==> config.mk <==
export PLATFORM = sky130hd
export DESIGN_NAME = taylor_calc
export DESIGN_NICKNAME = d
export VERILOG_FILES = /design/src/hw/taylor_pkg.sv /design/src/hw/dsp_pkg.sv /design/src/hw/taylor_calc.sv
export SDC_FILE = /design/constraint.sdc
export NUM_CORES = 1
export LEC_CHECK = 0
export BUFFER_PORTS_ARGS = -buffer_cell sky130_fd_sc_hd__buf_2
export CAP_MARGIN = 10
export CORE_MARGIN = 1.5
export CORE_UTILIZATION = 45
export CTS_CLUSTER_SIZE = 40
export DETAILED_ROUTE_END_ITERATION = 16
export MAX_ROUTING_LAYER = met4
export PLACE_DENSITY_LB_ADDON = 0.08
export SYNTH_ARGS = -nofsm -noshare
export SYNTH_HDL_FRONTEND = slang
export SYNTH_SLANG_ARGS = --single-unit
==> constraint.sdc <==
create_clock -name reset -period 12.2 [get_ports reset]
set_input_delay 1.22 -clock reset [delete_from_list [all_inputs] [get_ports reset]]
set_output_delay 1.22 -clock reset [all_outputs]
set_load 0.02 [all_outputs]
==> src/hw/taylor_pkg.sv <==
`default_nettype none

package taylor_pkg;

    // ------------------------------
    // Number format
    // ------------------------------

    // Signed Q2.16
    typedef logic signed [17:0] fix_t;

    localparam int FRAC_BITS = 16;

    localparam fix_t FIX_ONE = 18'sh10000;
    localparam fix_t FIX_MAX = 18'sh1ffff;
    localparam fix_t FIX_MIN = 18'sh20000;

    // Function select where code 3 is invalid
    typedef enum logic [1:0] {
        FUNC_SIN = 2'd0,
        FUNC_COS = 2'd1,
        FUNC_EXP = 2'd2
    } func_e;

    // ------------------------------
    // Register map
    // ------------------------------
    localparam logic [3:0] REG_CTRL   = 4'h0;
    localparam logic [3:0] REG_X      = 4'h4;
    localparam logic [3:0] REG_STATUS = 4'h8;
    localparam logic [3:0] REG_RESULT = 4'hc;

    typedef struct packed {
        logic [29:0] rsvd;
        logic        done;
        logic        busy;
    } status_t;

    // Register block to sequencer
    typedef struct packed {
        func_e func;
        fix_t  x;
    } calc_req_t;

    typedef struct packed {
        logic done;
        fix_t result;
    } calc_rsp_t;

endpackage

`default_nettype wire

==> src/hw/dsp_pkg.sv <==
`default_nettype none

package dsp_pkg;

    localparam int AB_W = 18;
    localparam int M_W  = 36;
    localparam int P_W  = 48;

    // X mux in front of the post adder
    typedef enum logic [1:0] {
        X_ZERO = 2'd0,
        X_MULT = 2'd1
    } x_sel_e;

    // Z mux on the accumulator feedback path
    typedef enum logic [1:0] {
        Z_ZERO = 2'd0,
        Z_POUT = 2'd1
    } z_sel_e;

    typedef struct packed {
        x_sel_e x_sel;
        z_sel_e z_sel;
        logic   sub;
    } dsp_opmode_t;

    typedef struct packed {
        dsp_opmode_t            opmode;
        logic signed [AB_W-1:0] a;
        logic signed [AB_W-1:0] b;
    } dsp_in_t;

    typedef struct packed {
        logic signed [M_W-1:0] m;
        logic signed [P_W-1:0] p;
    } dsp_out_t;

endpackage

`default_nettype wire

==> src/hw/taylor_calc.sv <==
`timescale 1ns/1ps
`default_nettype none

module taylor_calc #(
    parameter int N_TERMS = 10
) (
    input  wire                   reset,
    input  wire                   clk,
    input  wire                   start,
    input  taylor_pkg::calc_req_t req,
    input  taylor_pkg::fix_t      deriv_coef,
    input  taylor_pkg::fix_t      recip,
    input  dsp_pkg::dsp_out_t     dsp_out,
    output taylor_pkg::calc_rsp_t rsp,
    output logic [3:0]            term_idx,
    output taylor_pkg::func_e     func,
    output dsp_pkg::dsp_in_t      dsp_in
);

    typedef enum logic [3:0] {
        ST_IDLE, ST_LOAD, ST_INIT, ST_POWER_A, ST_WEIGHT, ST_POWER_B, ST_POWER_W,
        ST_DRAIN, ST_DONE
    } state_e;

    state_e           state;
    logic [3:0]       k;
    logic             drain_cnt;
    logic             last_term;
    taylor_pkg::fix_t x_q;
    taylor_pkg::fix_t m_fix;
    taylor_pkg::fix_t val [0:15];
    logic             store_trig;
    logic [3:0]       store_idx;
    logic [1:0]       store_trig_dly;
    logic [3:0]       store_idx_dly [0:1];
    logic             done_q;
    taylor_pkg::fix_t result_q;

    // Round a Q.32 value back to Q2.16 with saturation
    function automatic taylor_pkg::fix_t sat_round(input logic signed [47:0] v);
        logic signed [47:0] r;
        r = (v + (48'sd1 <<< (taylor_pkg::FRAC_BITS - 1))) >>> taylor_pkg::FRAC_BITS;
        if (r > 48'(taylor_pkg::FIX_MAX)) begin
            return taylor_pkg::FIX_MAX;
        end else if (r < 48'(taylor_pkg::FIX_MIN)) begin
            return taylor_pkg::FIX_MIN;
        end
        return r[17:0];
    endfunction

    assign last_term = (k == 4'(N_TERMS));
    assign m_fix     = sat_round({{12{dsp_out.m[35]}}, dsp_out.m});

    // ------------------------------
    // Sequencer
    // ------------------------------
    always_ff @(posedge reset or posedge clk) begin
        if (clk) begin
            state     <= ST_IDLE;
            k         <= '0;
            drain_cnt <= 1'b0;
        end else begin
            case (state)
                ST_IDLE:    if (start) state <= ST_LOAD;
                ST_LOAD:    state <= ST_INIT;
                ST_INIT: begin
                    k     <= 4'd1;
                    state <= ST_POWER_A;
                end
                ST_POWER_A: state <= ST_WEIGHT;
                ST_WEIGHT:  state <= ST_POWER_B;
                ST_POWER_B: state <= ST_POWER_W;
                ST_POWER_W: begin
                    if (last_term) begin
                        state     <= ST_DRAIN;
                        drain_cnt <= 1'b0;
                    end else begin
                        k     <= k + 4'd1;
                        state <= ST_POWER_A;
                    end
                end
                ST_DRAIN: begin
                    drain_cnt <= 1'b1;
                    if (drain_cnt) state <= ST_DONE;
                end
                ST_DONE: begin
                    k     <= '0;
                    state <= ST_IDLE;
                end
                default:    state <= ST_IDLE;
            endcase
        end
    end

    always_ff @(posedge reset or posedge clk) begin
        if (clk) begin
            func <= taylor_pkg::FUNC_SIN;
        end else if (state == ST_LOAD) begin
            func <= req.func;
        end
    end

    always_ff @(posedge reset) begin
        if (state == ST_LOAD) x_q <= req.x;
    end

    // Weighting looks back one term
    assign term_idx = (state == ST_WEIGHT) ? k - 4'd1 : k;

    // ------------------------------
    // DSP operation control
    // ------------------------------
    always_comb begin
        dsp_in.opmode = '{x_sel: dsp_pkg::X_ZERO, z_sel: dsp_pkg::Z_POUT, sub: 1'b0};
        dsp_in.a      = '0;
        dsp_in.b      = '0;
        store_trig    = 1'b0;
        store_idx     = k;
        case (state)
            // Clear the accumulator
            ST_INIT: dsp_in.opmode.z_sel = dsp_pkg::Z_ZERO;
            // v(k-1) times 1/k while the previous term still sits in m
            ST_POWER_A: begin
                if (!last_term) begin
                    dsp_in.a = (k == 4'd1) ? val[0] : m_fix;
                    dsp_in.b = recip;
                end
            end
            ST_WEIGHT: begin
                dsp_in.opmode.x_sel = dsp_pkg::X_MULT;
                dsp_in.a            = val[k-1];
                dsp_in.b            = deriv_coef;
            end
            ST_POWER_B: begin
                if (!last_term) begin
                    dsp_in.a   = m_fix;
                    dsp_in.b   = x_q;
                    store_trig = 1'b1;
                end
            end
            default: ;
        endcase
    end

    // Store index follows the product through the slice
    always_ff @(posedge reset or posedge clk) begin
        if (clk) begin
            store_trig_dly   <= '0;
            store_idx_dly[0] <= '0;
            store_idx_dly[1] <= '0;
        end else begin
            store_trig_dly   <= {store_trig_dly[0], store_trig};
            store_idx_dly[0] <= store_idx;
            store_idx_dly[1] <= store_idx_dly[0];
        end
    end

    always_ff @(posedge reset) begin
        if (state == ST_INIT) begin
            val[0] <= taylor_pkg::FIX_ONE;
        end else if (store_trig_dly[1]) begin
            val[store_idx_dly[1]] <= m_fix;
        end
    end

    // Result capture
    always_ff @(posedge reset or posedge clk) begin
        if (clk) begin
            done_q <= 1'b0;
        end else begin
            done_q <= (state == ST_DONE);
        end
    end

    always_ff @(posedge reset) begin
        if (state == ST_DONE) result_q <= sat_round(dsp_out.p);
    end

    assign rsp.done   = done_q;
    assign rsp.result = result_q;

    assert property (@(posedge reset) disable iff (clk) term_idx <= N_TERMS)
        else $error("taylor_calc term index out of range");

    // Register block holds off start until the previous result is back
    assert property (@(posedge reset) disable iff (clk) start |-> state == ST_IDLE)
        else $error("taylor_calc start while busy");

endmodule

`default_nettype wire

### Word-level counts from Yosys, hierarchy flattened

Memories as Yosys holds them, arrays and structs flattened.
Cells that the tools add are included.

| word-level totals | value |
|---|---|
| RAM bits | 288 |
| memories kept | 1 |
| input bits | 143 |
| word-level logic and storage cells | 77 |
| register bits | 58 |

Memory list:

| memory | words | width | rd ports | clocked after Yosys merged registers in | write ports | RTL line | RTL |
|---|---|---|---|---|---|---|---|
| val | 16 | 18 | 2 | 0 | 1 | taylor_calc.sv:31 | `taylor_pkg::fix_t val [0:15];` |

| operators by class | value |
|---|---|
| $add $sub $neg | 5 |
| mux-type cells | 36 |
| reductions and logical operators | 7 |
| order comparisons | 4 |
| equality and inequality tests | 14 |

Operators by type and width:

| cell | number |
|---|---|
| 18-bit two-way mux | 8 |
| 36-bit case mux with 3 select lines | 1 |
| 36-bit two-way mux | 2 |
| 48-bit by 17-bit adder with 48-bit output, second input constant | 1 |
| 36-bit by 17-bit adder with 37-bit output, second input constant | 1 |
| 32-bit by 18-bit greater-than comparator with 1-bit output, second input constant | 1 |
| 32-bit by 18-bit < comparator with 1-bit output, second input constant | 1 |
| 4-bit case mux with 8 select lines | 1 |
| 21-bit by 18-bit greater-than comparator with 1-bit output, second input constant | 1 |
| 21-bit by 18-bit < comparator with 1-bit output, second input constant | 1 |
| 4-bit two-way mux | 5 |
| 18-bit OR reduction | 1 |
| 4-bit by 3-bit equality test with 1-bit output, second input constant | 4 |
| 1-bit two-way mux | 16 |
| 4-bit case mux with 3 select lines | 1 |
| 4-bit by 1-bit equality test with 1-bit output, second input constant | 2 |
| 4-bit by 2-bit equality test with 1-bit output, second input constant | 2 |
| 4-bit equality test, second input constant | 2 |
| 2-bit inequality test, second input constant | 4 |
| 4-bit by 1-bit subtractor with 4-bit output, second input constant | 2 |
| 2-bit AND reduction | 3 |
| 4-bit by 1-bit adder with 4-bit output, second input constant | 1 |
| 4-bit zero test | 1 |
| 3-bit two-way mux | 1 |
| other kinds (3) | 3 |

### Depth between registers and ports, before layout

| logic depth | value |
|---|---|
| depth in word-level cells | 8 |
| depth in mapped cells | 13 |

### Worst setup path after synthesis

OpenSTA, ideal clock, no wires.

| timing path | value |
|---|---|
| kind | register -> output |
| start point | register k[0] |
| end point | output port dsp_in[18] (netlist bit) |
| stages on the path, launching flop included | 13 |
| arrival time | 3603 ps |
| buffers on the path | 6 |
| path slack | 7377 ps |
| cells stage by stage | dfrtp_1 clkbuf_1 buf_2 buf_1 inv_1 ha_1 clkbuf_1 buf_2 clkbuf_1 mux4_2 mux2_2 o211ai_1 o221ai_1 |

RTL lines:

| element | RTL line | RTL |
|---|---|---|
| start: declaration | taylor_calc.sv:26 | `logic [3:0] k;` |
| start signal: assignment | taylor_calc.sv:78 | `k <= k + 4'd1;` |
| end: declaration | taylor_calc.sv:17 | `output dsp_pkg::dsp_in_t dsp_in` |

==> impl_metrics.py <==
metrics = {
    "floorplanning": {
        "core_area_mm2": 0.03362,
        "die_area_mm2": 0.03528,
        "row_count": 67,
        "die-width_um": 187.8,
        "io_pins": 209,
        "start_util": 0.4573,
        "dieHeight_um": 187.8,
    },
    "final_layout": {
        "syn2layout_area_growth_pct": 17.81,
        "final_area_mm2": 0.01811,
        "fin_cells": 1622,
        "nFillCells": 2749,
        "drive_above_1_share": 0.3242,
        "nNetsFinal": 1291,
    },
    "timing": {
        "fin_skew_ns": 0.02318,
        "worst_pin_slew_ns": 1.139,
        "setup-violations-final": 0,
        "finalSetupTns_ns": 0,
        "min_period_ns": 5.607,
        "rsz0062_at_grt": "false",
        "slew_viol_final": 0,
        "max_freq_ghz": 0.1783,
        "slew_headroom": 0.2406,
        "hold_viol": 0,
        "finalCritPeriodShare": 0.4596,
    },
    "drt": {
        "drtIter0Drc": 653,
        "drc": 0,
        "drtPass1Iterations": 5,
        "routed_wl_mm": 35.02,
        "drt-wirelength-per-cell_um": 21.59,
        "viasPerCell": 5.641,
        "final_antenna_net_count": 0,
        "vias": 9149,
    },
    "critical_path": {
        "path_class": "reg -> out",
        "crit_top_cell": "a211oi_1",
        "start_kind": "register",
        "cp_slowest_stage_delay_ns": 0.87,
        "cp-startpoint": "k[0]",
        "r2r-start": "state[1]",
        "r2r_cells": 6,
        "r2r_slack_ns": 9.01,
        "crit_slowest_cell": "dfrtp_4",
        "path_cells": "inv_1 > ha_4 > buf_4 > mux4_2 > nor2b_1 > a211oi_1 > a211oi_1 > a221o_1 > buf_2",
        "cp.arrival_ns": 4.39,
        "worstSetupEndpointType": "output port",
        "cp_data_required_time_ns": 10.98,
        "r2r_end": "val[9][0]",
        "cp_max_fo": 56,
    },
    "global_route": {
        "grt_max_degree": 57,
        "gr-total-overflow": 0,
        "grt_pass1_wl_mm": 53.79,
        "antenna_found_initial": 2,
        "grt_usage": 0.2075,
        "grt_pass1_vias": 9046,
    },
    "min_path": {
        "hp-class": "reg -> reg",
        "hold_path_end": "store_trig_dly[1]",
        "hold_depth": 0,
        "hp-start": "store_trig_dly[0]",
    },
    "placement": {
        "port_buffers": 175,
        "dp.cells": 1549,
        "gp_congestion": 0.8261,
        "hpwl_mm": 22.37,
        "dpl-instance-area_mm2": 0.01688,
    },
    "synth": {
        "synth_top_area_frac": 0.6329,
        "synth_most_common_cell": "edfxtp_1",
        "postSynthCellCount": 952,
        "synth_seq_area_share": 0.6687,
        "yosysWarningCount": 0,
        "synth_top_cell_by_area": "edfxtp_1",
        "synthMuxAreaShare": 0.1215,
        "async_flop_share": 0.06358,
        "synth-adder-area-share": 0.004884,
        "ys.flop_type": "edfxtp_1",
        "syn_area_per_cell_um2": 16.15,
        "ys_top_cells_by_area": "edfxtp_1, mux4_2, dfrtp_1",
        "synth_edf_count": 324,
        "yosys.area_share.simple": 0.08156,
        "yosysUniqueCellTypes": 67,
        "synth-xor-area-share": 0.02393,
        "synth-compound-area-share": 0.07472,
        "synth_top_family_by_area": "multiplexers",
        "syn_area_mm2": 0.01537,
        "synth-seq-cells": 346,
        "yosys-top-cells-count": "edfxtp_1, mux4_2, nor2_1",
    },
    "clock_network": {
        "htree_levels": 2,
        "cts_hold_repair.buffers": 0,
        "cts_resized": 0,
        "clk_pin_slew_ns": 0.05,
        "cts-root-buf": "clkbuf_16",
        "clock_path_buffers": 3,
        "tritoncts": "yes",
        "cts_setup_buffers": 0,
        "clk_latency_ns": 0.53,
        "clock_sinks": 346,
        "numCtsBuffers": 38,
    },
    "run": {
        "cap_violations": 0,
    },
    "run_status": {
        "status": "finished clean",
    },
    "power": {
        "leakage_nw": 6.451,
        "ir_worst_vdd_mv": 0.1631,
        "powerDensity_mw_per_mm2": 215.7,
    },
}
## cells in the final DEF (no fill, tap or decap), types with 4 or more instances in the layout
master,n
a222oi_1,18
o21ai_1,8
nor2b_1,21
and2_1,14
dfrtp_1,21
o21ai_2,10
nor2_2,12
clkinv_2,4
clkbuf_16,38
o21ai_0,8
nor2_1,35
buf_2,175
mux2_2,4
nor3_1,10
and3_1,7
a211oi_1,33
ha_1,5
nand3_1,27
xnor2_1,18
nand2b_1,8
a21oi_1,25
clkinvlp_4,4
edfxtp_1,324
clkinv_1,7
and4_1,5
nor3_2,5
nand4_1,17
a221o_1,16
nand2_1,40
mux4_2,72
buf_4,25
clkbuf_1,9
xor2_1,22
mux2i_1,19
inv_1,33
## flip-flops by register name, summed over array words and instances, names as in the netlist
register        cells
val               288
done_q              1
k                   4
drain_cnt           1
x_q                18
state               4
result_q           18
store_idx_dly       8
func                2
store_trig_dly      2
## area by class of cell
cell class | instances | area [µm²] | share of cell area
Antenna cell | 2 | 5.005 | 0.0002764
Multi-Input combinational cell | 522 | 4855 | 0.2681
Sequential cell | 346 | 10280 | 0.5678
Clock buffer | 49 | 1012 | 0.05589
Inverter | 34 | 127.6 | 0.007047
Tap cell | 448 | 560.5 | 0.03095
Timing Repair Buffer | 200 | 1064 | 0.05873
Clock inverter | 21 | 202.7 | 0.01119
## critical path, delay by kind of cell (launching register included)
kind / cells / cell delay [ns]
adder cells (fa/ha/maj): 1 / 0.53
buffers and inverters: 3 / 1.16
AND/OR/NAND/NOR: 1 / 0.15
AO/OA/AOI/OAI: 3 / 0.71
multiplexers: 1 / 0.43
flip-flops: 1 / 0.87
## power by group
part           internal, mW  switching [mW]
clock network         0.654           0.453
registers              1.41          0.0786
logic                 0.536           0.771
total                  2.60            1.30
## worst max-delay path by stage
stage / to / cells past startpoint
6_report: dsp_in[30] / 9
5_1_grt: dsp_in[33] / 9
4_1_cts: dsp_in[32] / 9
3_5_place_dp: dsp_in[28] / 9
3_3_place_gp: dsp_in[28] / 9
2_1_floorplan: dsp_in[18] / 12
## routing by layer
metal / up-vias / global-route usage / wire (µm)
li1: 4225 / - / -
met1: 4625 / 0.2810 / 15620
met2: 257 / 0.3245 / 16700
met3: 42 / 0.04305 / 2166
met4: 0 / 0.04800 / 526
met5: - / - / 0
## logic make-up (layout without fill, tap and decap cells)
logic type | count (synthesis) | in the layout
flops | 346 | 346
compound gates | 148 | 148
fa+ha+maj | 6 | 6
other cells | 1 | 5
simple gates | 227 | 227
xor+xnor | 42 | 42
mux | 96 | 96
buf+inv | 86 | 304
## through the flow
stage | power (mW) | setup WS, ns | hold WS (ns) | utilization
2_1_floorplan | 2.416 | 7.377 | 0.3312 | -
5_1_grt | 4.098 | 6.332 | 0.3507 | 0.5387
3_3_place_gp | 2.830 | 6.850 | 0.3321 | 0.5022
6_report | 3.906 | 6.593 | 0.3447 | 0.5387
3_5_place_dp | 2.834 | 6.863 | 0.3355 | 0.5022
4_1_cts | 3.951 | 6.468 | 0.3480 | 0.5384
No activity file was read; power rests on OpenSTA's default activity.
