File: src/hw/dsp_pkg.sv
`default_nettype none

package dsp_pkg;

    localparam int AB_W = 18;
    localparam int M_W  = 36;
    localparam int P_W  = 48;

    // X mux in front of the post adder
    typedef enum logic [1:0] {
        X_ZERO = 2'd0,
        X_MULT = 2'd1
    } x_sel_e;

    // Z mux on the accumulator feedback path
    typedef enum logic [1:0] {
        Z_ZERO = 2'd0,
        Z_POUT = 2'd1
    } z_sel_e;

    typedef struct packed {
        x_sel_e x_sel;
        z_sel_e z_sel;
        logic   sub;
    } dsp_opmode_t;

    typedef struct packed {
        dsp_opmode_t            opmode;
        logic signed [AB_W-1:0] a;
        logic signed [AB_W-1:0] b;
    } dsp_in_t;

    typedef struct packed {
        logic signed [M_W-1:0] m;
        logic signed [P_W-1:0] p;
    } dsp_out_t;

endpackage

`default_nettype wire

File: src/hw/dsp_slice.sv
`timescale 1ns/1ps
`default_nettype none

module dsp_slice (
    input  wire               reset,
    input  wire               clk,
    input  dsp_pkg::dsp_in_t  dsp_in,
    output dsp_pkg::dsp_out_t dsp_out
);

    dsp_pkg::dsp_opmode_t             op_r;
    logic signed [dsp_pkg::AB_W-1:0]  a_r;
    logic signed [dsp_pkg::AB_W-1:0]  b_r;
    logic signed [dsp_pkg::M_W-1:0]   prod;
    logic signed [dsp_pkg::P_W-1:0]   x_mux;
    logic signed [dsp_pkg::P_W-1:0]   z_mux;
    logic signed [dsp_pkg::M_W-1:0]   m_r;
    logic signed [dsp_pkg::P_W-1:0]   p_r;

    // Input register stage
    always_ff @(posedge reset or posedge clk) begin
        if (clk) begin
            op_r <= '{x_sel: dsp_pkg::X_ZERO, z_sel: dsp_pkg::Z_POUT, sub: 1'b0};
        end else begin
            op_r <= dsp_in.opmode;
        end
    end

    always_ff @(posedge reset) begin
        a_r <= dsp_in.a;
        b_r <= dsp_in.b;
    end

    assign prod = a_r * b_r;

    always_comb begin
        case (op_r.x_sel)
            dsp_pkg::X_MULT: x_mux = {{(dsp_pkg::P_W - dsp_pkg::M_W){prod[dsp_pkg::M_W-1]}}, prod};
            default:         x_mux = '0;
        endcase
        case (op_r.z_sel)
            dsp_pkg::Z_POUT: z_mux = p_r;
            default:         z_mux = '0;
        endcase
    end

    // Product and accumulator stage
    always_ff @(posedge reset) begin
        m_r <= prod;
    end

    always_ff @(posedge reset or posedge clk) begin
        if (clk) begin
            p_r <= '0;
        end else if (op_r.sub) begin
            p_r <= z_mux - x_mux;
        end else begin
            p_r <= z_mux + x_mux;
        end
    end

    assign dsp_out.m = m_r;
    assign dsp_out.p = p_r;

    // Opmode must be driven to known values once out of reset
    assert property (@(posedge reset) disable iff (clk)
        !$isunknown(dsp_in.opmode))
        else $error("dsp_slice opmode unknown");

endmodule

`default_nettype wire

File: config.mk
export PLATFORM = sky130hd
export DESIGN_NAME = dsp_slice
export DESIGN_NICKNAME = d
export VERILOG_FILES = /design/src/hw/dsp_pkg.sv /design/src/hw/dsp_slice.sv
export SDC_FILE = /design/constraint.sdc
export NUM_CORES = 1
export LEC_CHECK = 0
export BUFFER_PORTS_ARGS = -buffer_cell sky130_fd_sc_hd__buf_2
export CELL_PAD_IN_SITES_DETAIL_PLACEMENT = 2
export CELL_PAD_IN_SITES_GLOBAL_PLACEMENT = 2
export CORE_UTILIZATION = 33
export DETAILED_ROUTE_END_ITERATION = 10
export PLACE_DENSITY = 0.7
export SYNTH_ARGS = -nofsm -noshare
export SYNTH_HDL_FRONTEND = slang
export SYNTH_SLANG_ARGS = --single-unit
File: constraint.sdc
create_clock -name reset -period 14.87 [get_ports reset]
set_input_delay 0.7435 -clock reset [delete_from_list [all_inputs] [get_ports reset]]
set_output_delay 0.7435 -clock reset [all_outputs]
set_load 0.02 [all_outputs]
* After elaboration in Yosys (flattened, before gate mapping) *
Cells that the tools add are included.

word-level totals
  bits in registers = 125
  input bits = 43
  word-level logic and storage cells = 15

operators by class
  add/subtract/negate cells = 2
  multipliers = 1
  equal/unequal tests = 2
  multiplexer cells = 3

operator list
  kind                                                 count
  two-way mux 48 bit                                   3
  adder 48 bit                                         1
  subtractor 48 bit                                    1
  multiplier 18 x 18 -> 36 bit                         1
  equality test 2 x 1 -> 1 bit, second input constant  2

* Longest topological paths before layout *
Gate-level depths: netlist (run 1).

  depth after elaboration = 4
  mapped depth = 40
  depth with buffers taken out = 38

* Worst setup path before layout (run 1) *
No wires, ideal clock.

  kind = register to register
  start point = register b_r[9] (netlist bit)
  end point = register p_r[40] (netlist bit)
  library setup time = 0.080 ns
  arrival time = 8.699 ns
  required time = 14.790 ns
  path slack = 6.091 ns
  stages on the path, launching flop included = 40
  period minus slack after synthesis = 8.779 ns
  cell sequence = dfxtp_1 -> clkbuf_1 -> clkbuf_1 -> nand2_1 -> fa_1 -> inv_1 -> fa_1 -> inv_1 -> fa_1 -> inv_1 -> fa_1 -> fa_1 -> inv_1 -> fa_1 -> inv_1 -> ha_1 -> nand2_1 -> a2111oi_2 -> (+4 left out) -> nor4_1 -> nand3b_1 -> a21oi_2 -> a21oi_1 -> o21ai_0 -> a21oi_1 -> ha_1 -> inv_1 -> o21bai_1 -> a21o_1 -> a21o_1 -> a21o_1 -> a211oi_1 -> o31ai_1 -> a211oi_1 -> nor2_1 -> o41ai_1 -> xnor2_1

between the ends
  word-level cells in the longest chain between the ends = 4

RTL lines
  element                                            line                              text
  start: declaration                                 dsp_slice.sv:13                   logic signed [dsp_pkg::AB_W-1:0] b_r;
  start signal: assignment                           dsp_slice.sv:31                   b_r <= dsp_in.b;
  multiplier 18 x 18 -> 36 bit (*)                   dsp_slice.sv:34                   assign prod = a_r * b_r;
  net prod (one bit)                                 dsp_slice.sv:14                   logic signed [dsp_pkg::M_W-1:0] prod;
  two-way mux 48 bit (*)                             dsp_slice.sv:37                   case (op_r.x_sel)
  adder 48 bit or subtractor 48 bit (tied branches)  dsp_slice.sv:58, dsp_slice.sv:56
  two-way mux 48 bit (*)                             dsp_slice.sv:55                   end else if (op_r.sub) begin
  end signal: assignment                             dsp_slice.sv:56                   p_r <= z_mux - x_mux;
  end signal: assignment                             dsp_slice.sv:58                   p_r <= z_mux + x_mux;
  end: declaration                                   dsp_slice.sv:18                   logic signed [dsp_pkg::P_W-1:0] p_r;

The timed path passes the listed nets; every way through them passes the cells marked *.

* Worst setup path after layout (run 1) *
  start point = register a_r[10] (netlist bit)
  end point = register p_r[47] (netlist bit)

between the ends
  word-level cells in the longest chain between the ends = 4

RTL lines
  element                                            line                              text
  start: declaration                                 dsp_slice.sv:12                   logic signed [dsp_pkg::AB_W-1:0] a_r;
  start signal: assignment                           dsp_slice.sv:30                   a_r <= dsp_in.a;
  multiplier 18 x 18 -> 36 bit (*)                   dsp_slice.sv:34
  net prod (one bit)                                 dsp_slice.sv:14
  two-way mux 48 bit (*)                             dsp_slice.sv:37
  adder 48 bit or subtractor 48 bit (tied branches)  dsp_slice.sv:58, dsp_slice.sv:56
  two-way mux 48 bit (*)                             dsp_slice.sv:55

Marks and branches as above.

==> run_results.csv, run 1 <==
group,metric,value,unit
synthesis,synth_top_family_by_area,"adder cells",
worst_setup_path,critPathMaxStageDelay,0.99,ns
synthesis,ys_async_sr_fraction,42.4,%
synthesis,synth_compound_area_share,11.5,%
cts,cts-root-buf,"clkbuf_16",
synthesis,syn-instance-count,2149,
cts,clk_pin_slew_worst_paths,0.08,ns
sta,hold_viol,0,
worst_setup_path,crit_type,"flop to flop",
cts,clockBufferDepth,2,
sta,fin_tns_setup,0,ns
synthesis,synth-edff-count,0,
cts,cts_max_level,4,
drt,vias_per_cell,4.96,
synthesis,synth_top_cell_by_area,"fa_1",
die,io_pins,127,
die,die_x,244,um
drt,drc_errors,0,
drt,first_pass_iters,4,
drt,wl_per_cell,20.1,um
worst_setup_path,crit_fanout,18,
cells_and_area,drive_above_1_share,8.96,%
placement,port_buffers,126,
sta,maxSlewHeadroom,20.5,%
synthesis,synth-simple-area-share,16.9,%
cts,cts_setup_buffers,0,
worst_setup_path,cp-start-kind,"flop",
cells_and_area,nets,2745,
worst_setup_path,critPathCaptureType,"flop",
cts,cts.sinks,125,
worst_setup_path,worstPathArrival,11.41,ns
die,core_area,57800,um^2
global_route,grt_pass1_wl,99800,um
die,die_y,244,um
die,die-area,59500,um^2
cts,cts_tree,"done",
synthesis,ys.flop_type,"dfxtp_1",
sta,fmax,0.0906,GHz
drt,routed_wl,60400,um
drt,ant_nets,0,
sta,tightestPinTransition,1.16,ns
placement,hpwlAfterDp,49700,um
sta,grt_setup_unrepaired,"false",
sta,setup_violations,0,
sta,fin_crit_sh,74.3,%
global_route,grt_max_degree,54,
sta,skew,0.0158,ns
global_route,grt_pass1_vias,17800,
synthesis,synth_area_per_cell,8.99,um^2
synthesis,synth_most_common_cell,"inv_1",
cts,clk_latency,0.49,ns
synthesis,synth_fp_nets,2663,
synthesis,yosys.area.top_type_share,34.2,%
worst_setup_path,crit_path_top_delay_cell,"a2111oi_0",
worst_setup_path,crit_required,15.24,ns
run_status,status,"finished, final reports clean",
cells_and_area,syn2layout_area_growth,10.2,%
cts,cts_made_buffers,17,
placement,gp_congestion,0.858,
synthesis,synthTopCellsByArea,"fa_1 (34%), ha_1 (9.1%), inv_1 (7.9%)",
hold_path,hold_class,"input pin to flop",
synthesis,syn-cell-area,19300,um^2
die,rows,88,
drt,drtIter0Drc,493,
hold_path,hold_depth,1,
job,max-cap-violations,0,
synthesis,synthMuxAreaShare,0.466,%
global_route,overflow,0,
sta,fin_crit,11.04,ns
global_route,grtUsageTotal,21.6,%
global_route,antenna_found_initial,0,
synthesis,ys_seq_area_share,14.3,%
worst_setup_path,crit_top_cell,"fa_1",
drt,vias,14900,
synthesis,ys_types,83,
synthesis,yosys_warnings,0,
synthesis,synth_fa_ha_area_share,43.3,%
sta,timing_max_transition_violations_final,0,
die,start_util,33.4,%
worst_setup_path,worstRegToRegCells,33,
cts,ctsResizeCount,0,
synthesis,synthTopCellsByCount,"inv_1 (407), fa_1 (330), nand2_1 (230), and2_1 (224), ha_1 (141)",
synthesis,synth_seq_cells,125,
cts,cts_hold_buffers,0,
synthesis,synthXorXnorAreaFrac,4.17,%
## flip-flops by register name, summed over array words and instances (netlist names)
signal,count
p_r,48
m_r,36
op_r,5
b_r,18
a_r,18
## cells in the final DEF, fill, tap and decap left out, types with 39 or more instances in the layout
| cell type | n |
|---|---|
| xnor2_1 | 61 |
| nand2_1 | 230 |
| inv_1 | 406 |
| dfxtp_1 | 72 |
| ha_1 | 141 |
| nor2_1 | 80 |
| a21oi_1 | 92 |
| fa_1 | 330 |
| a21o_1 | 39 |
| and2_1 | 224 |
| buf_2 | 126 |
| dfrtp_1 | 52 |
| o21ai_0 | 44 |
## critical path: cells and delay by family, from the launching register on
family | cells | cell delay [ns]
adder cells (fa/ha/maj) | 8 | 4.04
AO/OA/AOI/OAI | 11 | 3.81
AND/OR/NAND/NOR | 8 | 1.42
flip-flops | 1 | 0.89
XOR/XNOR | 2 | 0.49
buffers and inverters | 4 | 0.25
## worst paths after layout
kind,startpoint,to,slack (ns)
max,a_r[10],p_r[47],3.83
min,dsp_in[34],a_r[16],0.35
max reg2reg,a_r[10],p_r[47],3.83
min reg2reg,p_r[0],p_r[0],0.62
max in group asynchronous,clk,p_r[45],13.90
min in group asynchronous,clk,p_r[7],0.45
## layout make-up
class / instances / area, um^2
Antenna cell: 1 / 2.50
Clock buffer: 18 / 429
Sequential cell: 125 / 2770
Inverter: 408 / 1530
Clock inverter: 14 / 155
Fill cell: 6429 / 36500
Multi-Input combinational cell: 1545 / 14800
Timing Repair Buffer: 134 / 691
Tap cell: 765 / 957
## kinds of logic after synthesis
family,after synthesis
simple gates,651
buf+inv,479
flops,125
compound gates,323
mux,8
fa+ha+maj,471
xor+xnor,92
## per-layer routing
layer	up-vias	GRT usage (%)	share of wire, %
li1	6923	-	-
met1	7753	29.0	47
met2	192	36.3	49
met3	67	3.17	2.8
met4	0	5.35	1.6
met5	-	0	0
## stage by stage
step	hold slack, ns	setup WS [ns]	cell area, um^2	cells	util (%)
2_1_floorplan	0.553	6.09	19300	2149	-
3_3_place_gp	0.607	3.93	20700	2977	35.8
3_5_place_dp	0.611	3.80	20700	2977	35.8
4_1_cts	0.311	3.74	21300	3009	36.9
5_1_grt	0.322	3.08	21300	3009	36.9
6_report	0.345	3.83	21300	3010	36.9
Power of run 1 is not shown: default switching activity piles up to over one toggle a cycle in this logic, so the estimate is an artifact.
==> run 2: changes to the inputs <==
PLACE_DENSITY = 0.72   (was 0.7)
clock period = 8.9 ns   (was 14.87 ns; I/O delays follow)
==> run_results.csv, run 2 (synthesis gave the netlist of run 1 again) <==
group,metric,value,unit
worst_setup_path,r2r_slack,-0.20,ns
worst_setup_path,crit_fanout,6,
cells_and_area,finalNonFillerCells,3294,
global_route,grtUsageTotal,24.1,%
global_route,grt_max_degree,54,
cts,cts.sinks,125,
sta,fmax,0.110,GHz
job,max-cap-violations,0,
worst_setup_path,crit_required,9.28,ns
worst_setup_path,critPathMaxStageDelay,0.58,ns
drt,drtIter0Drc,553,
die,rows,88,
die,core_area,57800,um^2
cells_and_area,seqCellArea,2850,um^2
cts,cts-root-buf,"clkbuf_16",
global_route,overflow,0,
hold_path,min_to,"b_r[16]",
sta,skew,0.0184,ns
sta,timing_max_transition_violations_final,0,
cells_and_area,nets,3030,
sta,hold_viol,0,
worst_setup_path,cp-start-kind,"flop",
sta,timing.final.ws_setup,-0.196,ns
die,io_pins,127,
drt,vias_per_cell,4.98,
worst_setup_path,crit_type,"flop to flop",
cells_and_area,layout_commonest_cell,"inv_1",
cells_and_area,nFillCells,6276,
cells_and_area,top_register,"p_r",
worst_setup_path,critPathCaptureType,"flop",
sta,fin_crit,9.10,ns
cts,cts_max_level,4,
drt,wl_per_cell,21.8,um
drt,vias,16400,
worst_setup_path,crit_path_top_delay_cell,"fa_1",
drt,first_pass_iters,4,
worst_setup_path,worstRegToRegCells,39,
cells_and_area,finalInstanceArea,24700,um^2
cells_and_area,antenna_cells,0,
cells_and_area,multi_input_area,15800,um^2
die,die_x,244,um
worst_setup_path,reg2reg_from,"a_r[7]",
hold_path,hold_class,"input pin to flop",
cells_and_area,mostFrequentLayoutCells,"inv_1 (388), fa_1 (316), buf_4 (269)",
drt,ant_nets,0,
hold_path,hold_depth,1,
drt,routed_wl,72000,um
cts,cts_made_buffers,17,
die,start_util,33.4,%
cts,cts_tree,"done",
cells_and_area,drive_above_1_share,27.0,%
global_route,grt_pass1_wl,111000,um
cts,clockBufferDepth,2,
placement,gp_congestion,0.875,
cts,clk_latency,0.51,ns
worst_setup_path,r2r_end,"p_r[41]",
placement,port_buffers,126,
cts,cts_hold_buffers,0,
sta,maxSlewHeadroom,40.7,%
sta,grt_setup_unrepaired,"true",
placement,dp_cells,3202,
sta,hold_slack,0.0305,ns
worst_setup_path,crit_top_cell,"fa_1",
drt,drc_errors,0,
run_status,violations,"negative setup slack",
sta,tightestPinTransition,0.890,ns
die,die-area,59500,um^2
global_route,grt_pass1_vias,19700,
global_route,antenna_found_initial,1,
sta,fin_tns_setup,-0.949,ns
cells_and_area,largest_reg_flops,48,
die,die_y,244,um
sta,setup_violations,8,
worst_setup_path,worstPathArrival,9.47,ns
placement,hpwlAfterDp,55800,um
cts,clk_pin_slew_worst_paths,0.08,ns
cells_and_area,reg_top3,"p_r (48), m_r (36)",
cells_and_area,syn2layout_area_growth,27.9,%
sta,fin_crit_sh,102,%
placement,postPlaceCellArea,22500,um^2
run_status,status,"finished, violations left",
hold_path,hold_start,"dsp_in[16]",
==> run 2: changes by cell type in the layout (fill, tap and decap cells not counted), moves of 17 or more <==
| cell | before | now |
|---|---|---|
| inv_1 | 406 | 388 |
| dfxtp_1 | 72 | 41 |
| buf_4 | 8 | 269 |
| a21oi_1 | 92 | 70 |
| ha_1 | 141 | 119 |
| ha_4 | 0 | 18 |
| dfxtp_4 | 0 | 17 |
| inv_2 | 1 | 19 |
==> run 2: routing by layer <==
layer	global-route usage (%)	vias up	part of all wire, %	routed length (um)
met5	0	-	0.019	14
met2	43.4	227	52	37600
li1	-	7480	-	-
met3	3.11	107	2.5	1780
met4	7.79	2	2.8	1990
met1	29.7	8579	43	30600
==> run 2: per-stage QoR <==
step	worst slack, ns	utilization (%)
2_1_floorplan	0.121	-
3_3_place_gp	-0.603	38.9
3_5_place_dp	-0.985	38.9
4_1_cts	0.00146	41.4
5_1_grt	-0.422	42.8
6_report	-0.196	42.8
==> run 2: area by class of cell <==
| type | instances | share of cell area [%] |
|---|---|---|
| well taps | 765 | 3.87 |
| multi-input cells | 1545 | 63.8 |
| clock inverters | 12 | 0.471 |
| flip-flops and latches | 125 | 11.5 |
| clock buffers | 20 | 2.02 |
| repair buffers | 419 | 12.1 |
| inverters | 408 | 6.19 |
==> run 2: worst max-delay path: cells and delay by family (launching register included) <==
kind | cells | cell delay (ns)
AO/OA/AOI/OAI | 11 | 2.39
adder cells (fa/ha/maj) | 8 | 3.67
XOR/XNOR | 3 | 0.64
buffers and inverters | 10 | 1.10
flip-flops | 1 | 0.39
AND/OR/NAND/NOR | 7 | 0.78
==> run 2: repair_timing <==
item                                    CTS  global route
setup buffers                            35            27
cloned                                    0             0
pin swaps                                55            71
gates resized for setup                 135           144
endpoints found under the setup margin   17            14
==> run 2: how the worst max path moves through the flow <==
stage / from / end / slack (ns) / cells past startpoint
finish: a_r[7] / p_r[41] / -0.20 / 39
global route: a_r[7] / p_r[41] / -0.42 / 39
CTS: b_r[7] / p_r[40] / 0.001 / 35
detailed placement: a_r[7] / p_r[47] / -0.99 / 36
global placement: a_r[7] / p_r[47] / -0.60 / 36
floorplan: b_r[9] / p_r[40] / 0.12 / 39
Power of run 2 is left out for the same reason.
