`src/hw/taylor_pkg.sv`:
```
`default_nettype none

package taylor_pkg;

    // ------------------------------
    // Number format
    // ------------------------------

    // Signed Q2.16
    typedef logic signed [17:0] fix_t;

    localparam int FRAC_BITS = 16;

    localparam fix_t FIX_ONE = 18'sh10000;
    localparam fix_t FIX_MAX = 18'sh1ffff;
    localparam fix_t FIX_MIN = 18'sh20000;

    // Function select where code 3 is invalid
    typedef enum logic [1:0] {
        FUNC_SIN = 2'd0,
        FUNC_COS = 2'd1,
        FUNC_EXP = 2'd2
    } func_e;

    // ------------------------------
    // Register map
    // ------------------------------
    localparam logic [3:0] REG_CTRL   = 4'h0;
    localparam logic [3:0] REG_X      = 4'h4;
    localparam logic [3:0] REG_STATUS = 4'h8;
    localparam logic [3:0] REG_RESULT = 4'hc;

    typedef struct packed {
        logic [29:0] rsvd;
        logic        done;
        logic        busy;
    } status_t;

    // Register block to sequencer
    typedef struct packed {
        func_e func;
        fix_t  x;
    } calc_req_t;

    typedef struct packed {
        logic done;
        fix_t result;
    } calc_rsp_t;

endpackage

`default_nettype wire

```
`src/hw/apb_func_regs.sv`:
```
`timescale 1ns/1ps
`default_nettype none

module apb_func_regs (
    input  wire                   reset,
    input  wire                   clk,
    input  wire [3:0]             paddr,
    input  wire                   psel,
    input  wire                   penable,
    input  wire                   pwrite,
    input  wire [31:0]            pwdata,
    input  taylor_pkg::calc_rsp_t rsp,
    output logic [31:0]           prdata,
    output logic                  pready,
    output logic                  pslverr,
    output taylor_pkg::calc_req_t req,
    output logic                  start,
    output logic                  irq
);

    logic                access;
    logic                wr_en;
    logic                rd_en;
    logic                locked;
    logic                func_ok;
    logic                wr_x;
    logic                wr_ctrl;
    logic                rd_result;
    logic                busy;
    logic                done;
    taylor_pkg::fix_t    x_q;
    taylor_pkg::func_e   func_q;
    taylor_pkg::fix_t    result_q;
    taylor_pkg::status_t status;

    // ------------------------------
    // Access decode
    // ------------------------------
    assign access  = psel && penable;
    assign wr_en   = access && pwrite;
    assign rd_en   = access && !pwrite;
    assign locked  = busy || start;
    assign func_ok = (pwdata[2:1] != 2'd3);

    assign wr_x      = wr_en && (paddr == taylor_pkg::REG_X) && !locked;
    assign wr_ctrl   = wr_en && (paddr == taylor_pkg::REG_CTRL) && !locked && func_ok;
    assign rd_result = rd_en && (paddr == taylor_pkg::REG_RESULT);

    // Zero wait states
    assign pready = 1'b1;

    always_comb begin
        pslverr = 1'b0;
        if (wr_en && paddr == taylor_pkg::REG_X && locked) begin
            pslverr = 1'b1;
        end
        if (wr_en && paddr == taylor_pkg::REG_CTRL) begin
            pslverr = locked || (pwdata[0] && !func_ok);
        end
    end

    // Argument and function
    always_ff @(posedge reset) begin
        if (wr_x) x_q <= pwdata[17:0];
    end

    always_ff @(posedge reset or posedge clk) begin
        if (clk) begin
            func_q <= taylor_pkg::FUNC_SIN;
            start  <= 1'b0;
        end else begin
            start <= wr_ctrl && pwdata[0];
            if (wr_ctrl) func_q <= taylor_pkg::func_e'(pwdata[2:1]);
        end
    end

    assign req.func = func_q;
    assign req.x    = x_q;

    // Busy, sticky done and result
    always_ff @(posedge reset or posedge clk) begin
        if (clk) begin
            busy     <= 1'b0;
            done     <= 1'b0;
            result_q <= '0;
        end else begin
            if (rsp.done) begin
                busy     <= 1'b0;
                done     <= 1'b1;
                result_q <= rsp.result;
            end else begin
                if (start) busy <= 1'b1;
                if (rd_result) done <= 1'b0;
            end
        end
    end

    assign irq = done;

    always_comb begin
        status      = '0;
        status.busy = busy;
        status.done = done;
        prdata      = '0;
        if (rd_en) begin
            case (paddr)
                taylor_pkg::REG_CTRL:   prdata = {29'd0, func_q, 1'b0};
                taylor_pkg::REG_X:      prdata = {{14{x_q[17]}}, x_q};
                taylor_pkg::REG_STATUS: prdata = status;
                taylor_pkg::REG_RESULT: prdata = {{14{result_q[17]}}, result_q};
                default:                prdata = '0;
            endcase
        end
    end

    assert property (@(posedge reset) disable iff (clk) penable |-> psel)
        else $error("apb penable without psel");

endmodule

`default_nettype wire

```
`config.mk`:
```
export PLATFORM = sky130hd
export DESIGN_NAME = apb_func_regs
export DESIGN_NICKNAME = d
export VERILOG_FILES = /design/src/hw/taylor_pkg.sv /design/src/hw/apb_func_regs.sv
export SDC_FILE = /design/constraint.sdc
export NUM_CORES = 1
export LEC_CHECK = 0
export ABC_AREA = 0
export BUFFER_PORTS_ARGS = -buffer_cell sky130_fd_sc_hd__buf_2
export CORE_MARGIN = 1
export CORE_UTILIZATION = 39
export DETAILED_ROUTE_END_ITERATION = 7
export PLACE_DENSITY = 0.76
export SLEW_MARGIN = 10
export SYNTH_ARGS = -nofsm -noshare
export SYNTH_HDL_FRONTEND = slang
export SYNTH_SLANG_ARGS = --single-unit
```
`constraint.sdc`:
```
create_clock -name reset -period 2.1 [get_ports reset]
set_input_delay 0.42 -clock reset [delete_from_list [all_inputs] [get_ports reset]]
set_output_delay 0.42 -clock reset [all_outputs]
set_load 0.02 [all_outputs]
```
# Word-level counts from Yosys, hierarchy flattened

Index checks and enable logic that the tools add are counted.

Input bits: 60
Output and inout bits: 56
Logic and storage cells: 38
Bits in registers: 41

Reductions and logical operators: 20
Equality and inequality tests: 4
Multiplexer cells: 8

Operators by type and width:

| cell                                                             | number |
|---|---|
| 32-bit case mux with 4 select lines                              | 1 |
| 32-bit two-way mux                                               | 1 |
| 1-bit logical AND                                                | 12 |
| 4-bit == test (second input constant)                            | 2 |
| 1-bit two-way mux                                                | 6 |
| 4-bit by 3-bit == test with 1-bit output (second input constant) | 1 |
| 4-bit logical NOT                                                | 1 |
| 2-bit nonzero test                                               | 2 |
| 1-bit logical NOT                                                | 3 |
| 1-bit logical OR                                                 | 2 |
| 2-bit inequality test (second input constant)                    | 1 |

# Longest topological paths before layout

Gate-level depths: netlist of run 1.

Depth after elaboration: 6
Depth in mapped cells: 6
Gate-level depth less buffers: 3

# Least setup slack after synthesis of run 1

OpenSTA, ideal clock, no wires.

Kind: in2out
Start point: input port paddr[2]
End point: output port prdata[18]
Required time: 1.680 ns
Stages on the path: 5
Arrival: 2.027 ns
Slack: -0.347 ns
Buffers on the path: 2
Cell sequence: buf_2 nor4b_4 a22oi_1 nor2_1 buf_4

Word-level cells in the longest chain between the ends: 3
Elaborated cells between the ends (all ways): 6
Those cells by class: eq/ne: 3; mux: 2; reduce/logical: 1

Ends and longest elaborated chain:

| what                                  | RTL line             | source |
|---|---|---|
| from (decl)                           | apb_func_regs.sv:7   | `input wire [3:0] paddr,` |
| 4-bit == test (tied with other cells) | apb_func_regs.sv:106 | `case (paddr)` |
| 32-bit case mux with 4 select lines * | apb_func_regs.sv:106 |  |
| 32-bit two-way mux *                  | apb_func_regs.sv:105 | `if (rd_en) begin` |
| to (decl)                             | apb_func_regs.sv:13  | `output logic [31:0] prdata,` |

Mark *: on every way between the ends. The rest lies on a longest branch, timed or not.

# Final worst setup path of run 1

Start point: input port paddr[0]
End point: output port prdata[19]

The elaborated chain is that of the path after synthesis.

==> metrics, run 1 <==
synthesized area=1910 um^2; Area after DPL=2440 um^2; total clock buffers created by CTS=5; Psw=0.377 mW; Total Neg Setup Slack=0 ns; CP most frequent cell=buf_2; synth-to-layout area growth=33.4%; Yosys reg bits=41; nets=301; Finished Layout Cells=309; post-detail-place hpwl=3400 um; via-per-instance ratio=4.91; syn_area_per_cell=12.9 um^2; Clock power frac=0.365; measured slew at the worst slew-check pin=0.510 ns; min Tclk post-route=2.00 ns; Post-CTS Hold Buffers=0; worst r2r dst=x_q[9]; final number of hold-violating endpoints=0; Seq/Total Area, Yosys=0.583; GPL Wtd Cong=0.795; CP Class=in2out; clk sink count=41; Unique masters post-synth=26; Startpoint Class=input port; via count=1517; Residual DRC=0; clk buf depth=2; clk root buf=clkbuf_8; critical path data arrival time=1.58 ns; Mapped Nets=208; fraction of power spent switching nets=0.222; vias in the first global route=1439; DR iter-0 viols=58; reg2reg start=busy; Core Area=4720 um^2; Die Span X=72.1 um; Worst Path Required=1.68 ns; cell area after layout=2550 um^2; grt total ovfl=0; layout cell share with drive strength beyond 1=0.595; router iterations before antenna repair=6; Max-Cap Viols=0; die height=72.1 um; Post-Synthesis Cells=148; slowest stage delay, CP=0.40 ns; VDD IR max=0.000401 V; Hold/Removal Path Class=in2async; die area=5190 um^2; Comb power frac=0.104; RSZ-0062 raised after global routing=yes; Worst Reg-to-Reg Cells=4; htree depth=2; Cells after DPL=301; Finish-stage setup viols=0; Crit. End Element=primary output; FILL cells=428; Routed WL=4540 um; worst-path cell chain=buf_2, nor4b_4, a22oi_1, nor2_4, buf_2; ANT nets after route=0; port bufs=100; Clk pin slew, worst setup/hold paths=0.08 ns; fmax=0.500 GHz; Max transition margin=0.660; Initial Util=0.405; Tcrit/Tclk final=0.953; total design power=1.70 mW; TritonCTS clock tree=yes; Lkg Pwr=1.16 nW; largest net degree at the start of global routing=24; Max stage delay cell, worst path=nor4b_4; setup slack, reg-to-reg=0.42 ns; global-route wire length before repair=6980 um; Int Pwr=1.32 mW; Pwr Density=665 nW/um^2; initial antenna violation count=0; Sequential Power Share=0.531; IO Pins=116; Slew Limit Fails=0; Skew-Pair Late Insertion Delay=0.29 ns; Clock Skew=0.00735 ns; Yosys warning total=0; ANT cells=0; status=completed; Post-CTS Setup Bufs=0; CP max FO=15; routed wire length per instance=14.7 um; Rows=25; GRT Overall Usage=0.182
[through the flow]
stage                util  hold WS (ns)  setup WS, ns
CTS                 0.540         0.165        0.0842
floorplan               -         0.422        0.0799
detailed placement  0.517         0.487        0.0836
global route        0.541         0.187      -0.00690
finish              0.541         0.158        0.0992
global placement    0.517         0.486        0.0864
[metal layers]
layer  vias up  global-route usage  part of all wire
met5         -                   0                 0
met4         0              0.0675             0.015
met3         9              0.0389             0.051
met2        77               0.329              0.54
met1       723               0.210              0.40
li1        708                   -                 -
[power groups by stage]
| stage | clock network, mW | logic (mW) | registers, mW |
|---|---|---|---|
| 5_1_grt | 0.671 | 0.193 | 0.909 |
| 4_1_cts | 0.641 | 0.179 | 0.902 |
| 3_3_place_gp | 0 | 0.172 | 0.917 |
| 2_1_floorplan | 0 | 0.0928 | 0.920 |
| 6_report | 0.621 | 0.176 | 0.902 |
| 3_5_place_dp | 0 | 0.178 | 0.920 |
[critical path, delay by kind of cell]
family,cells,cell delay (ns)
buffers and inverters,2,0.35
AO/OA/AOI/OAI,1,0.17
AND/OR/NAND/NOR,2,0.64
[timing repair]
item                                   4_1_cts  5_1_grt
endpoints found under the hold margin        0        0
resized for setup                            0        1
setup endpoints to repair                    0        3
[cell type report]
type                       count  area (um^2)  area share
clock buffer                   5         68.8      0.0269
sequential                    41         1120       0.437
inverter                       1         3.75     0.00147
timing repair buffer         108          577       0.226
clock inverter                 3         41.3      0.0162
tap                           67         83.8      0.0328
multi-input combinational     84          663       0.260
[flip-flops by register name, summed over array words and instances, names as in the netlist]
name      count
result_q     18
x_q          18
start         1
irq           1
busy          1
func_q        2
[worst max-delay path by stage]
stage                       endpoint      from  depth (start not counted)
after floorplan           prdata[18]  paddr[2]                          5
after global placement    prdata[13]  paddr[1]                          6
after detailed placement   prdata[7]  paddr[1]                          6
after CTS                  prdata[7]  paddr[1]                          6
after global routing      prdata[22]  paddr[0]                          5
final                     prdata[19]  paddr[0]                          5
[kinds of logic after synthesis]
logic type / after synthesis / synth area share
multiplexers: 21 / 0.124
AO/OA/AOI/OAI: 23 / 0.0895
other: 1 / 0.00196
buffers and inverters: 23 / 0.0784
AND/OR/NAND/NOR: 39 / 0.124
flip-flops: 41 / 0.583
[cell usage in the layout (no fill, tap or decap)]
master      synthesis  final
nand3_1             1      1
nor2b_4             0      1
inv_1               1      1
or4_4               1      1
buf_4              16      6
buf_6               0      1
nor4b_4             1      1
a21oi_1             3      3
a21o_1              1      1
edfxtp_1           18     18
conb_1              1      1
o21ba_1             2      2
nor2_4              0      1
a32oi_1             1      1
buf_2               3    100
bufinv_16           0      1
nand2_1             3      3
or2_2               2      2
nand3b_1            2      2
nor2_1             19     18
nor3_1              2      2
clkinv_1            0      1
buf_12              0      1
a22oi_1            16     16
nand2b_1            1      1
nand4b_1            3      3
clkinvlp_4          0      1
dfrtp_1            23     23
and4bb_1            1      1
clkbuf_8            0      5
nor4_2              2      2
mux2_2             21     21
[synthesized netlist by cell type (all sizes together)]
cell,n,area (um^2)
nand2b,1,6.26
inv,1,3.75
conb,1,3.75
a32oi,1,8.76
nand3b,2,15.0
nor2,19,71.3
nand3,1,5.00
clkbuf,3,11.3
a22oi,16,120
nor3,2,10.0
mux2,21,236
or4,1,11.3
a21o,1,7.51
edfxtp,18,541
dfrtp,23,576
nand4b,3,26.3
a21oi,3,15.0
nor4b,1,23.8
buf,19,135
or2,2,12.5
nand2,3,11.3
nor2b,1,6.26
and4bb,1,12.5
nor4,2,25.0
o21ba,2,20.0
No activity file was read; power rests on OpenSTA's default activity.
==> run 2, diff against run 1 <==
--- a/config.mk
+++ b/config.mk
@@ -9,2 +9,3 @@
 export BUFFER_PORTS_ARGS = -buffer_cell sky130_fd_sc_hd__buf_2
+export CORE_ASPECT_RATIO = 0.7
 export CORE_MARGIN = 1
==> constraint.sdc (replaced) <==
create_clock -name reset -period 2.1 [get_ports reset]
set_input_delay 0.315 -clock reset [delete_from_list [all_inputs] [get_ports reset]]
set_output_delay 0.315 -clock reset [all_outputs]
set_load 0.02 [all_outputs]
==> run 2 against run 1 <==
  * Clock power is 16% lower
  * Die area hardly changed
  * Total power is 6.0% lower
  * Critical path depth is 1 higher
  * Non-clock buffer count is 2 lower
  * Routed wire length is 2.0% higher
==> metrics, run 2 (synthesized netlist as in run 1, its figures left out) <==
DR iter-0 viols=82; global-route wire length before repair=6910 um; clk root buf=clkbuf_8; Startpoint Class=input port; largest net degree at the start of global routing=24; port bufs=100; ANT cells=0; most frequent cells in the layout=buf_2, dfrtp_1, mux2_2; RSZ-0062 raised after global routing=no; Finished Layout Cells=306; fmax=0.553 GHz; biggest regs=result_q x18, x_q x18, func_q x2; total design power=1.60 mW; Clk pin slew, worst setup/hold paths=0.08 ns; clk buf depth=2; Final WS setup=0.290 ns; critical path data arrival time=1.49 ns; routed wire length per instance=15.1 um; Max-Cap Viols=0; Core Area=4530 um^2; Tcrit/Tclk final=0.862; CP max FO=16; Finish-stage setup viols=0; via-per-instance ratio=5.03; htree depth=2; Residual DRC=0; Lkg Pwr=1.14 nW; ANT nets after route=0; min Tclk post-route=1.81 ns; Clock Skew=0.00615 ns; cell area after layout=2490 um^2; nets=299; CP Class=in2out; post-detail-place hpwl=3490 um; VDD IR max=0.000374 V; Pwr Density=640 nW/um^2; Final Core Density=0.551; Min Hold Slack=0.0671 ns; Initial Util=0.423; Post-CTS Hold Buffers=0; die height=60.6 um; Cells after DPL=298; Skew-Pair Late Insertion Delay=0.28 ns; final number of hold-violating endpoints=0; Worst Path Required=1.78 ns; layout cell share with drive strength beyond 1=0.592; GPL Wtd Cong=0.825; Die Span X=85.7 um; IO Pins=116; post_cts resized=0; Slew Limit Fails=0; initial antenna violation count=0; Rows=20; total clock buffers created by CTS=5; router iterations before antenna repair=5; Area after DPL=2400 um^2; Routed WL=4630 um; via count=1538; clk sink count=41; GRT Overall Usage=0.182; Hold/Removal Path Class=in2async; status=completed; Crit. End Element=primary output; worst slack, placed=0.309 ns; vias in the first global route=1400; grt total ovfl=0; TritonCTS clock tree=yes; Total Neg Setup Slack=0 ns; synth-to-layout area growth=30.3%; die area=5200 um^2; leading cell type in the layout, fill and taps excluded=buf_2; Post-CTS Setup Bufs=0
-- run 2: cell types whose count changed in the layout (fill, tap and decap cells not counted) --
cell	previous run	this run
bufinv_16	1	0
buf_12	1	0
buf_6	1	0
clkbuf_1	0	1
nor2b_4	1	0
clkinv_1	1	0
nor2_2	0	1
nor2b_2	0	1
clkbuf_8	5	6
nor2_4	1	0
-- run 2: final timing paths --
path,start,end,slack [ns],depth (start not counted)
max in group asynchronous,clk,result_q[0],1.79,3
max,paddr[2],prdata[1],0.29,6
min reg2reg,irq,irq,0.51,1
min,clk,result_q[15],0.07,3
max reg2reg,busy,x_q[9],0.36,4
min in group reset,pwdata[10],x_q[10],0.20,1
-- run 2: critical path, cell delays in order --
cell	delay, ns
buf_2	0.19
nor4b_4	0.26
buf_4	0.28
a32oi_1	0.10
a21oi_1	0.16
buf_2	0.18
-- run 2: layout make-up --
| class | instances | area, um^2 |
|---|---|---|
| inverter | 1 | 3.75 |
| fill | 413 | 2030 |
| timing repair buffer | 106 | 546 |
| clock inverter | 1 | 7.51 |
| clock buffer | 7 | 86.3 |
| multi-input combinational | 84 | 653 |
| sequential | 41 | 1120 |
| tap | 66 | 82.6 |
-- run 2: layer usage --
| metal | vias up | share of wire | track usage | wire length [um] |
|---|---|---|---|---|
| met5 | - | 0 | 0 | 0 |
| met4 | 0 | 0.0086 | 0.0643 | 40 |
| met3 | 5 | 0.038 | 0.0327 | 177 |
| met2 | 52 | 0.48 | 0.293 | 2220 |
| met1 | 770 | 0.47 | 0.253 | 2190 |
| li1 | 711 | - | - | - |
-- run 2: power by group --
| group | internal [mW] | switching [mW] | total (mW) |
|---|---|---|---|
| sequential | 0.879 | 0.0226 | 0.902 |
| clock | 0.267 | 0.257 | 0.524 |
| combinational | 0.0893 | 0.0818 | 0.171 |
==> run 3, diff against run 2 <==
- BUFFER_PORTS_ARGS: -buffer_cell sky130_fd_sc_hd__buf_2 -> default
- CORE_UTILIZATION: 39 -> 56
- DONT_BUFFER_PORTS: default -> 1
- PLACE_DENSITY: 0.76 -> 0.74
- SKIP_LAST_GASP: default -> 1
==> run 3 against run 2 <==
  * Cell count down 33%
  * Worst hold slack improved by 0.023 ns
  * Total power is 3.1% higher
  * Combinational power is 42% lower
  * Critical endpoint unchanged
  * Largest cell class unchanged
==> metrics, run 3 (synthesized netlist as in run 1, its figures left out) <==
status=completed; leading cell type in the layout, fill and taps excluded=buf_4; IO Pins=116; GPL Wtd Cong=0.850; min Tclk post-route=1.82 ns; Pwr Density=762 nW/um^2; clk root buf=clkbuf_8; RSZ-0062 raised after global routing=no; CP max FO=3; nets=218; Startpoint Class=flip-flop; Clk pin slew, worst setup/hold paths=0.07 ns; port bufs=0; initial antenna violation count=0; Worst Path Required=1.78 ns; die height=50.9 um; Max transition margin=0.424; Post-CTS Setup Bufs=0; die area=3660 um^2; clk buf depth=2; router iterations before antenna repair=4; synth-to-layout area growth=12.9%; global-route wire length before repair=6350 um; layout cell share with drive strength beyond 1=0.384; post-detail-place hpwl=3000 um; Tcrit/Tclk final=0.866; TritonCTS clock tree=yes; Skew-Pair Late Insertion Delay=0.28 ns; Core Area=3210 um^2; GRT Overall Usage=0.238; Post-CTS Hold Buffers=0; VDD IR max=0.000559 V; via count=1231; worst r2r dst=x_q[11]; ANT nets after route=0; routed wire length per instance=19.5 um; CP Class=reg2out; Die Span X=71.9 um; fmax=0.550 GHz; total clock buffers created by CTS=5; DR iter-0 viols=77; htree depth=2; Crit. End Element=primary output; reg2reg start=start; clk sink count=41; Rows=17; Routed WL=4020 um; largest net degree at the start of global routing=24; Residual DRC=0; setup slack, reg-to-reg=0.28 ns; Final Core Density=0.673; Worst Reg-to-Reg Cells=4; Hold/Removal Path Class=in2async; Min Hold Slack=0.0896 ns; Total Neg Setup Slack=0 ns; Max-Cap Viols=0; Slew Limit Fails=0; post_cts resized=0; Finish-stage setup viols=0; grt total ovfl=0; final number of hold-violating endpoints=0; Clock Skew=0.00544 ns; via-per-instance ratio=5.98; biggest regs=result_q x18, x_q x18, func_q x2; ANT cells=0; Initial Util=0.596; critical path data arrival time=1.50 ns; measured slew at the worst slew-check pin=0.863 ns; total design power=1.65 mW; vias in the first global route=1239; most frequent cells in the layout=buf_4, dfrtp_1, mux2_2; Lkg Pwr=0.809 nW
## run 3: how the worst max path moves through the flow
stage | startpoint | cells after the start | slack (ns) | to
3_5_place_dp | start | 4 | 0.28 | x_q[11]
4_1_cts | start | 4 | 0.27 | x_q[0]
3_3_place_gp | start | 4 | 0.33 | x_q[11]
6_report | irq | 4 | 0.28 | prdata[1]
5_1_grt | start | 4 | 0.21 | x_q[9]
2_1_floorplan | paddr[2] | 4 | 0.1 | x_q[0]
## run 3: power by group
part / switching, mW / internal (mW)
registers: 0.0320 / 0.879
logic: 0.0418 / 0.0567
clock network: 0.249 / 0.387
## run 3: layer usage
layer	vias to the layer above	global-route usage	part of all wire
li1	549	-	-
met1	606	0.299	0.41
met2	69	0.398	0.49
met3	7	0.0789	0.093
met4	0	0.0686	0.011
met5	-	0	0
## run 3: final cells by class
type                            instances  area (um^2)
Tap cell                               47         58.8
Clock inverter                          1         30.0
Fill cell                             238         1050
Multi-Input combinational cell         84          658
Inverter                                1         3.75
Clock buffer                            7         86.3
Timing Repair Buffer                   25          208
Sequential cell                        41         1120
## run 3: per-stage QoR
stage | std cells | worst slack (ns) | area, um^2
4_1_cts | 206 | 0.269 | 2160
6_report | 206 | 0.281 | 2160
3_5_place_dp | 198 | 0.284 | 2040
2_1_floorplan | 148 | 0.0951 | 1920
5_1_grt | 206 | 0.212 | 2160
3_3_place_gp | 198 | 0.326 | 2040
## run 3: worst max-delay path: stages (launching register included)
cell     delay [ns]
dfrtp_1        0.47
mux2_2         0.31
a32oi_1        0.19
a21oi_1        0.08
buf_4          0.16
